===== src/design/rx_dsp_pkg.sv =====
package rx_dsp_pkg;

	localparam int lane_count = 8; // symbols carried by one clock word.
	localparam int sample_bits = 8; // signed ADC code width.
	localparam int error_bits = 8; // signed slicer error width.
	localparam int target_level = 32; // ideal magnitude of a data symbol.
	localparam int frame_bits = 64; // one capture memory word.

	// the polynomial x^7 + x^6 + 1 predicts each bit from the bits 6 and 7 places back.
	localparam int prbs_order = 7;
	localparam int prbs_tap = 6;

	localparam int flag_pad_bits = frame_bits - 2 * lane_count; // unused tail of a flag frame.

	localparam logic signed [error_bits-1:0] target_error = error_bits'(target_level);

	typedef logic signed [sample_bits-1:0] sample_t;
	typedef logic signed [error_bits-1:0] error_t;

	// lane 0 sits in the least significant slot.
	typedef struct packed {
		sample_t [lane_count-1:0] lane;
	} sample_word_t;

	typedef struct packed {
		error_t [lane_count-1:0] lane; // signed error per lane.
	} error_frame_t;

	typedef struct packed {
		logic [flag_pad_bits-1:0] pad; // always zero.
		logic [lane_count-1:0] bits; // decided bits of the word.
		logic [lane_count-1:0] flags; // PRBS mismatch per lane.
	} flag_frame_t;

endpackage : rx_dsp_pkg


===== src/design/error_slicer.sv =====
module error_slicer import rx_dsp_pkg::*; (
	input logic clk,
	input logic rstb,
	input sample_word_t samples,
	output error_frame_t err_frame
);

	error_frame_t next_frame;

	// each lane is compared with the data level of its own polarity.
	always_comb begin
		for (int i = 0; i < lane_count; i++) begin
			if (!samples.lane[i][sample_bits-1]) begin
				next_frame.lane[i] = error_bits'(samples.lane[i]) - target_error;
			end else begin
				next_frame.lane[i] = error_bits'(samples.lane[i]) + target_error;
			end
		end
	end

	// the result is range-limited to -96..95, so no clipping is needed.

	always_ff @(posedge clk or negedge rstb) begin
		if (!rstb) begin
			err_frame <= '0;
		end else begin
			err_frame <= next_frame; // aligned with the PRBS checker output.
		end
	end

endmodule : error_slicer


===== config.mk =====
export PLATFORM = sky130hd
export DESIGN_NAME = error_slicer
export DESIGN_NICKNAME = d
export VERILOG_FILES = /design/src/design/rx_dsp_pkg.sv /design/src/design/error_slicer.sv
export SDC_FILE = /design/constraint.sdc
export NUM_CORES = 1
export LEC_CHECK = 0
export BUFFER_PORTS_ARGS = -buffer_cell sky130_fd_sc_hd__buf_2
export CAP_MARGIN = 20
export CORE_ASPECT_RATIO = 0.9
export CORE_MARGIN = 2
export CORE_UTILIZATION = 43
export DETAILED_ROUTE_END_ITERATION = 16
export GPL_ROUTABILITY_DRIVEN = 0
export GPL_TIMING_DRIVEN = 0
export PLACE_DENSITY = 0.84
export SKIP_CTS_REPAIR_TIMING = 1
export SYNTH_ARGS = -nofsm -noshare
export SYNTH_HDL_FRONTEND = slang
export SYNTH_SLANG_ARGS = --single-unit

===== constraint.sdc =====
create_clock -name clk -period 0.9 [get_ports clk]
set_input_delay 0.045 -clock clk [delete_from_list [all_inputs] [get_ports clk]]
set_output_delay 0.045 -clock clk [all_outputs]
set_load 0.01 [all_outputs]

==> impl_metrics.csv <==
group,metric,value,unit
outcome,outcome,"finished, violations left",
outcome,violations,"hold timing, setup timing",
worst_hold_path,hold_class,"in2async",
route,wl,5.06,mm
placement,dp_hpwl,3.11,mm
cells_and_area,multi_input_area,160,um2
route,wire_per_inst,15.0,um
worst_setup_path,path_max_fanout,1,
synthesis,synth.most_common_cell,"dfrtp_1",
synthesis,synth_async_sr_flop_share,100,%
timing,post-route-min-period,0.902,ns
cells_and_area,nets,359,
clock_network,cts-root-buf,"clkbuf_8",
timing,fin_ws,-0.00186,ns
floorplanning,chipHeight,66.3,um
timing,fmax,1110,MHz
clock_network,cts_sinks,64,
route,antenna_left,0,
synthesis,yosysTopAreaCell,"dfrtp_1",
synthesis,yosys-top-cells-area,"dfrtp_1, fa_1, inv_1",
pwr,power_leakage,1.78,nW
cells_and_area,fillers,234,
synthesis,synth_top_area_share,86.5,%
pwr,ir_worst_vdd,1.68,mV
route,vias_per_cell,4.24,
clock_network,h-tree-depth,3,
synthesis,synth_edf_count,0,
synthesis,ys_types,3,
floorplanning,core_area,4100,um2
worst_setup_path,crit_type,"reg2out",
global_route,antenna_found_initial,0,
synthesis,seq_area_frac_synth,86.5,%
route,first_pass_iters,4,
synthesis,ys.flop_type,"dfrtp_1",
timing,slew_viol_final,0,
floorplanning,pin_count,130,
worst_setup_path,arrival,0.86,ns
route,drt_iter0_markers,29,
timing,holdWs,-0.259,ns
pwr,p_per_area,1950,nW/um2
synthesis,synthCells,96,
cells_and_area,top_register,"err_frame",
cells_and_area,fin_util,81.2,%
clock_network,cts_tree,"built",
timing,rsz0062_at_grt,"yes",
timing,final_hold_viol_count,33,
clock_network,cts_made_buffers,9,
floorplanning,row_count,22,
synthesis,synthesis.nets,170,
cells_and_area,top_regs,"err_frame (64)",
synthesis,synth_area_per_cell,19.3,um2
worst_setup_path,crit_buf_inv,1,
cells_and_area,finalInstanceArea,3330,um2
global_route,grt_pass1_vias,1304,
timing,setup_viol,1,
synthesis,yosys-top-cells-count,"dfrtp_1, inv_1, fa_1",
timing,slew_headroom,55.6,%
worst_setup_path,end_kind,"primary output",
cells_and_area,regArea,1600,um2
run,cap_violations,0,
synthesis,syn_area,1850,um2
clock_network,cts_max_path_buffers,2,
floorplanning,design.die.area,4850,um2
cells_and_area,antennaDiodeCount,0,
worst_setup_path,crit_required,0.85,ns
pwr,totalPowerFinal,6.50,mW
clock_network,clkTransAtPathRegs,0.06,ns
cells_and_area,syn_to_final_growth,79.9,%
floorplanning,start_util,45.1,%
cells_and_area,drive_above_1_share,50.0,%
global_route,grt_pass1_wl,5.80,mm
synthesis,yosys_warnings,0,
cells_and_area,largest_register_ffs,64,
placement,port-buffer-count,129,
worst_setup_path,cp_top_family,"flip-flops",
global_route,grt_util_all_layers,17.8,%
route,drcViolationCount,0,
floorplanning,die_w,73.2,um
route,vias,1432,
placement,place_area,2580,um2
timing,max_slew.worst_pin.slew,0.666,ns
worst_setup_path,slowest_delay,0.40,ns
synthesis,synth_seq_cells,64,
global_route,grt_max_degree,36,
worst_setup_path,critPathSlowestCell,"dfrtp_1",
worst_setup_path,cp_cell_sequence,"buf_6",
timing,post-route-period-util,100,%
global_route,overflow,0,
worst_setup_path,cp-start-kind,"register",
-- final timing paths --
check	from	to	slack (ns)	cells past startpoint
hold / removal	rstb	err_frame[56]	-0.26	1
setup / recovery	err_frame[11]	err_frame[11]	-0.002	1
max in group asynchronous	rstb	err_frame[10]	0.56	2
min in group clk	samples[62]	err_frame[62]	-0.01	2
-- power breakdown --
group / switching, mW / total [mW] / internal [mW]
clock: 0.979 / 2.56 / 1.58
sequential: 0.0563 / 3.12 / 3.07
combinational: 0.375 / 0.816 / 0.442
-- per-layer routing --
| layer | up-vias | wire length [um] | GRT usage (%) |
|---|---|---|---|
| met4 | 0 | 72 | 10.4 |
| met2 | 95 | 2640 | 30.1 |
| met1 | 684 | 1710 | 16.2 |
| met5 | - | 0 | 0 |
| met3 | 7 | 629 | 10.5 |
| li1 | 646 | - | - |
-- cells by family (layout without fill, tap and decap cells) --
| family | after synthesis | in the layout | synth area share [%] |
|---|---|---|---|
| fa+ha+maj | 8 | 8 | 8.65 |
| flops | 64 | 64 | 86.5 |
| buf+inv | 24 | 218 | 4.87 |
-- layout by cell type, fill, tap and decap left out, drive strengths merged --
| cell | count |
|---|---|
| buf | 130 |
| fa | 8 |
| clkinv | 1 |
| dlygate4sd3 | 48 |
| bufinv | 1 |
| clkbuf | 14 |
| dfrtp | 64 |
| inv | 24 |
-- cell type report --
type                       instances  area share [%]
clock buffer                      14            5.48
clock inverter                     2            1.05
multi-input combinational          8            4.81
tap                               48            1.80
timing repair buffer             178            36.1
inverter                          24            2.70
sequential                        64            48.1
-- through the flow --
step	setup TNS, ns	std cells	setup WS [ns]
finish	-0.00186	338	-0.00186
global route	-0.980	338	-0.0492
CTS	-0.144	290	-0.0213
detailed placement	0	274	0.0943
global placement	-21.52	273	-0.339
floorplan	0	96	0.274
Power figures use the tool's default switching activity.
