--- src/design/rx_dsp_pkg.sv ---
package rx_dsp_pkg;

	localparam int lane_count = 8; // symbols carried by one clock word.
	localparam int sample_bits = 8; // signed ADC code width.
	localparam int error_bits = 8; // signed slicer error width.
	localparam int target_level = 32; // ideal magnitude of a data symbol.
	localparam int frame_bits = 64; // one capture memory word.

	// the polynomial x^7 + x^6 + 1 predicts each bit from the bits 6 and 7 places back.
	localparam int prbs_order = 7;
	localparam int prbs_tap = 6;

	localparam int flag_pad_bits = frame_bits - 2 * lane_count; // unused tail of a flag frame.

	localparam logic signed [error_bits-1:0] target_error = error_bits'(target_level);

	typedef logic signed [sample_bits-1:0] sample_t;
	typedef logic signed [error_bits-1:0] error_t;

	// lane 0 sits in the least significant slot.
	typedef struct packed {
		sample_t [lane_count-1:0] lane;
	} sample_word_t;

	typedef struct packed {
		error_t [lane_count-1:0] lane; // signed error per lane.
	} error_frame_t;

	typedef struct packed {
		logic [flag_pad_bits-1:0] pad; // always zero.
		logic [lane_count-1:0] bits; // decided bits of the word.
		logic [lane_count-1:0] flags; // PRBS mismatch per lane.
	} flag_frame_t;

endpackage : rx_dsp_pkg

--- src/design/err_trk_pkg.sv ---
package err_trk_pkg;

	// the memory word width is the data-path frame width.
	import rx_dsp_pkg::frame_bits;
	export rx_dsp_pkg::frame_bits;

	localparam int addr_bits = 8; // capture memory address width.
	localparam int mem_depth = 256; // capture memory entries.
	localparam int frames_per_capture = 2; // error frame, then flag frame.
	localparam int count_bits = $clog2(frames_per_capture);

	localparam logic [addr_bits-1:0] last_addr = addr_bits'(mem_depth - 1);
	localparam logic [count_bits-1:0] last_frame = count_bits'(frames_per_capture - 1);

	typedef enum logic [1:0] {
		ready, // waiting for a trigger.
		store, // writing the frames of a capture.
		done // memory frozen for debug readout.
	} tracker_state_t;

	typedef struct packed {
		logic enable; // rearm the tracker from done.
		logic read; // stop after the current capture.
		logic [addr_bits-1:0] addr; // readout address in done.
	} dbg_cmd_t;

	typedef struct packed {
		logic done;
		logic [frame_bits-1:0] rdata; // memory word at the previous cycle's address.
	} dbg_status_t;

endpackage : err_trk_pkg

--- src/design/error_tracker.sv ---
module error_tracker import rx_dsp_pkg::*, err_trk_pkg::*; (
	input logic clk,
	input logic rstb,
	input logic trigger,
	input error_frame_t err_frame,
	input flag_frame_t flag_frame,
	input dbg_cmd_t dbg_cmd,
	output dbg_status_t dbg_status,
	output logic mem_we_n,
	output logic [addr_bits-1:0] mem_addr,
	output logic [frame_bits-1:0] mem_wdata,
	input logic [frame_bits-1:0] mem_rdata
);

	tracker_state_t state;
	logic [count_bits-1:0] frame_cnt; // frame being written in store.
	logic [addr_bits-1:0] write_addr;
	logic we_n;

	// the error frame is latched into slot 0 and the flag frame into slot 1.
	logic [frames_per_capture-1:0][frame_bits-1:0] hold_frames;

	logic at_end; // current write lands on the last address.
	logic last_write; // current write is the final frame of a capture.
	logic capture_start; // this edge latches a new capture.

	assign at_end = (write_addr == last_addr);
	assign last_write = (frame_cnt == last_frame);

	// a capture starts from ready, or directly after the final write of the previous one.
	always_comb begin
		capture_start = 1'b0;
		if (trigger) begin
			if (state == ready) begin
				capture_start = 1'b1;
			end else if (state == store && last_write && !at_end) begin
				capture_start = 1'b1;
			end
		end
	end

	always_ff @(posedge clk) begin
		if (capture_start) begin
			hold_frames <= {flag_frame, err_frame}; // both frames belong to the same word.
		end
	end

	always_ff @(posedge clk or negedge rstb) begin
		if (!rstb) begin
			state <= ready;
			frame_cnt <= '0;
			write_addr <= '0;
			we_n <= 1'b1;
		end else begin
			case (state)
				ready: begin
					if (trigger) begin
						state <= store;
						we_n <= 1'b0; // frame 0 goes out on the next edge.
					end else if (dbg_cmd.read) begin
						state <= done;
					end
				end
				store: begin
					if (at_end) begin
						// Memory is full; freeze it for readout.
						state <= done;
						we_n <= 1'b1;
						frame_cnt <= '0;
					end else begin
						write_addr <= write_addr + 1'b1;
						if (!last_write) begin
							frame_cnt <= frame_cnt + 1'b1;
						end else begin
							frame_cnt <= '0;
							if (!trigger) begin
								we_n <= 1'b1;
								state <= dbg_cmd.read ? done : ready;
							end
						end
					end
				end
				done: begin
					we_n <= 1'b1;
					if (dbg_cmd.enable) begin
						write_addr <= '0; // the next capture overwrites from the start.
						state <= ready;
					end
				end
				default: begin
					state <= ready;
					we_n <= 1'b1;
				end
			endcase
		end
	end

	assign mem_we_n = we_n;
	assign mem_addr = (state == done) ? dbg_cmd.addr : write_addr;
	assign mem_wdata = hold_frames[frame_cnt];

	assign dbg_status.done = (state == done);
	assign dbg_status.rdata = mem_rdata; // one cycle behind dbg_cmd.addr.

	// The debug address drives the memory in done, so a write would corrupt it.
	no_write_in_done_a: assert property (
		@(posedge clk) disable iff (!rstb)
		(state == done) |-> mem_we_n
	) else $error("error_tracker: memory write enabled in done state.");

	// the counter only moves while the frames of a capture are written.
	frame_cnt_idle_a: assert property (
		@(posedge clk) disable iff (!rstb)
		(state != store) |-> (frame_cnt == '0)
	) else $error("error_tracker: frame counter not cleared outside the store state.");

	// Only the rearm in done may bring the write address back to 0.
	no_addr_wrap_a: assert property (
		@(posedge clk) disable iff (!rstb)
		(state == store) |=> (write_addr >= $past(write_addr))
	) else $error("error_tracker: write address wrapped during a capture.");

endmodule : error_tracker

--- config.mk ---
export PLATFORM = sky130hd
export DESIGN_NAME = error_tracker
export DESIGN_NICKNAME = d
export VERILOG_FILES = /design/src/design/rx_dsp_pkg.sv /design/src/design/err_trk_pkg.sv /design/src/design/error_tracker.sv
export SDC_FILE = /design/constraint.sdc
export NUM_CORES = 1
export LEC_CHECK = 0
export BUFFER_PORTS_ARGS = -buffer_cell sky130_fd_sc_hd__clkbuf_2
export CORE_AREA = 2 2 134 136
export DETAILED_ROUTE_END_ITERATION = 12
export DIE_AREA = 0 0 136 138
export PLACE_DENSITY = 0.67
export SYNTH_ARGS = -nofsm -noshare
export SYNTH_HDL_FRONTEND = slang
export SYNTH_SLANG_ARGS = --single-unit
--- constraint.sdc ---
create_clock -name clk -period 9.2 [get_ports clk]
set_input_delay 1.38 -clock clk [delete_from_list [all_inputs] [get_ports clk]]
set_output_delay 1.38 -clock clk [all_outputs]
set_load 0.05 [all_outputs]
==> impl_results.md <==
* CP Launch Type: flop
* Outcome: finished, final reports clean
* Arrival time of data at the critical path endpoint at between 2 and 2.5 ns
* Highest achievable clock rate at roughly 0.26 GHz
* Number of endpoints with negative hold slack in the final report at 0
* Commonest cells after routing, fill and taps aside: 214 x sky130_fd_sc_hd__clkbuf_2, 128 x sky130_fd_sc_hd__edfxtp_1, 72 x sky130_fd_sc_hd__mux2_2, 17 x sky130_fd_sc_hd__clkbuf_16, 10 x sky130_fd_sc_hd__dfrtp_1
* Critical path class: flop to output pin
* # H-tree levels at 4
* First drt pass iteration count at 4
* Hold Path Cell Cnt at 1
* Sequential fraction of the synthesis area at 0.706
* # setup viols final at 0
* RePlAce Congestion at ~0.74
* Number of flip-flops and latches in the synthesized netlist at 140
* Setup slack, reg-to-reg at around 6.6 ns
* Post-DP HPWL at between 10000 and 15000 um
* Placement row count at just under 50
* Power Density at ~370 mW/mm2
* Initial core utilization at 0.335
* Area of the core region at approximately 0.018 mm2
* Number of nets at the end of the flow at 707
* Clock buffer count from CTS at 17
* Worst setup skew after layout at around 0.0085 ns
* Clock sink count at between 100 and 150
* Worst skew pair latency at around 0.42 ns
* Buffers from clock root to sink, at most at 2
* Number of gates given a new drive strength after cts at 0
* Storage element area at 0.00415 mm2
* Crit path capture type: output pin
* GR Util All Layers at 0.152
* Number of antenna violations at the first check in global routing at 0
* Leading cell type in the layout, fill and taps excluded: sky130_fd_sc_hd__clkbuf_2
* Via-to-Cell Ratio at roughly 4.6
* CTS root buffer: sky130_fd_sc_hd__clkbuf_16
* Post-route insts no fill at ~740
* Final max-slew violation count at 0
* Number of maximum-capacitance constraint violations at 0
* Pin count of the biggest net entering global routing at 85
* Drt drc at 0
* Setup Total Neg Slack at 0 ns
* Cell area after technology mapping at a little under 0.006 mm2
* Clk pin slew, worst setup/hold paths at ~0.060 ns
* Total wirelength of the detailed-routed design at around 14000 um
* Remaining global-route overflow at 0
* Mean instance size in the synthesized netlist at about 17 um2
* Worst reg2reg path depth at 3
* Slew at the pin with the worst max-slew slack at a little over 1 ns
* Die height at approximately 140 um
* Static leakage at a little under 3 nW
* Wire length of the first global-routing pass at around 21000 um
* Count of filler cells inserted in the layout at around 1600
* Net count after synthesis at approximately 550
* Number of global-route vias before repair at roughly 3600
* Biggest fanout along the worst timing path at 35
* Critical-path cell with the highest stage delay: sky130_fd_sc_hd__dfrtp_2
* Share of the cycle needed by the critical path after routing at 0.418
* Synth-to-layout area growth at 24.3%
* Die extent in x at roughly 140 um
* Yosys cell types at 38
* Delay of the slowest cell on the worst path at around 0.83 ns
* CP cell instances: buf_4 > mux2_2 > clkbuf_2
* Unrepaired setup endpoints after global routing: false
* Post-detailed-route count of antenna-violating nets at 0
* Headroom to the max-slew limit at 0.314
* Period minus WS final at ~3.8 ns
* Multi-input gate area in the final layout at around 0.0012 mm2
* Placed cell count at roughly 710
* Via count at 3400
* Share of post-route cells with drive strength above 1 at 0.634
* Largest vdd supply drop at between 0.2 and 0.25 mV
* CTS tree: built
* Required time at the worst-slack endpoint at between 7 and 8 ns
* Die Outline Area at 0.0188 mm2
* Buffers on Ports at ~210
* Number of diodes added for antenna fixing at 0
* Yosys warning count at 0
* Mapped Cells at 340
* Hold buffer count at CTS at 0
* Violation count after the first detailed-route iteration at 144
* Number of buffers inserted by post-CTS setup repair at 0
* Drt wl/cell at around 19 um
* Number of placed I/O pins at 343
* HP Class: flop to flop
final timing paths:
kind | from | end
hold / removal | state[1] | state[0]
setup / recovery | frame_cnt | mem_wdata[58]
max in group asynchronous | rstb | mem_we_n
min in group asynchronous | rstb | write_addr[5]
setup reg to reg | frame_cnt | hold_frames[106]
hold reg to reg | state[1] | state[0]
power breakdown:
part	internal (mW)	switching, mW
logic	0.295	0.754
clock network	0.389	0.299
registers	0.864	0.0947
kinds of logic after synthesis:
kind of cell	share of synthesized area
DFF	0.706
buffers and inverters	0.0980
muxes	0.143
AOI/OAI and AO/OA	0.0281
and+or+nand+nor	0.0230
adders and majority gates	0.00213
synth_stat cells, drive strengths merged:
master   instances  area share
and2b            1      0.0017
and4b            1      0.0017
a21oi            6      0.0051
nor2b            1      0.0011
mux2            72        0.14
o311ai           2      0.0030
a21o             1      0.0013
nand3            2      0.0017
a221o            1      0.0017
dfstp            1      0.0045
nand4            2      0.0021
nor2             2      0.0013
o22ai            1      0.0011
o21ai            2      0.0023
and4             1      0.0015
a41oi            1      0.0015
buf             75       0.095
a2111oi          1      0.0015
a221oi           1      0.0015
o31ai            1      0.0013
nand3b           2      0.0026
inv              4      0.0026
o211ai           1      0.0013
a211o            1      0.0015
nor3             2      0.0017
ha               1      0.0021
nand2b           1      0.0011
a211oi           4      0.0051
and3             1      0.0011
nand2            4      0.0026
nand4b           2      0.0030
mux2i            3      0.0051
edfxtp         128        0.65
dfrtp           11       0.047
metrics by stage:
| stage | area (um2) | total power [mW] | utilization | worst slack, ns | hold slack, ns |
|---|---|---|---|---|---|
| 2_1_floorplan | 5870 | 1.90 | - | 0.936 | 0.502 |
| 3_3_place_gp | 6710 | 2.02 | 0.382 | 5.80 | 0.582 |
| 3_5_place_dp | 6710 | 2.03 | 0.382 | 5.77 | 0.591 |
| 4_1_cts | 7300 | 2.73 | 0.416 | 5.31 | 0.606 |
| 5_1_grt | 7300 | 2.80 | 0.416 | 5.21 | 0.645 |
| 6_report | 7300 | 2.70 | 0.416 | 5.35 | 0.600 |
layout make-up:
class	instances	share of cell area
flip-flops and latches	140	0.568
multi-input cells	121	0.160
repair buffers	217	0.150
clock buffers	17	0.0583
well taps	229	0.0392
clock inverters	15	0.0233
inverters	4	0.00206
metal layers:
metal / GRT usage / up-vias / share of wire
met5: 0 / - / 0
met4: 0.0943 / 0 / 0.048
met3: 0.0653 / 44 / 0.12
met2: 0.264 / 212 / 0.52
met1: 0.146 / 1590 / 0.31
li1: - / 1554 / -
worst max-delay path, delay by kind of cell, from the launching register on:
kind,cells,cell delay (ns)
muxes,1,0.40
DFF,1,0.83
buffers and inverters,2,0.76
flip-flops by register name, summed over array words and instances (netlist names):
register and count:
hold_frames 128, write_addr 8, state 2, frame_cnt 1, mem_we_n 1
Power figures use the tool's default switching activity.
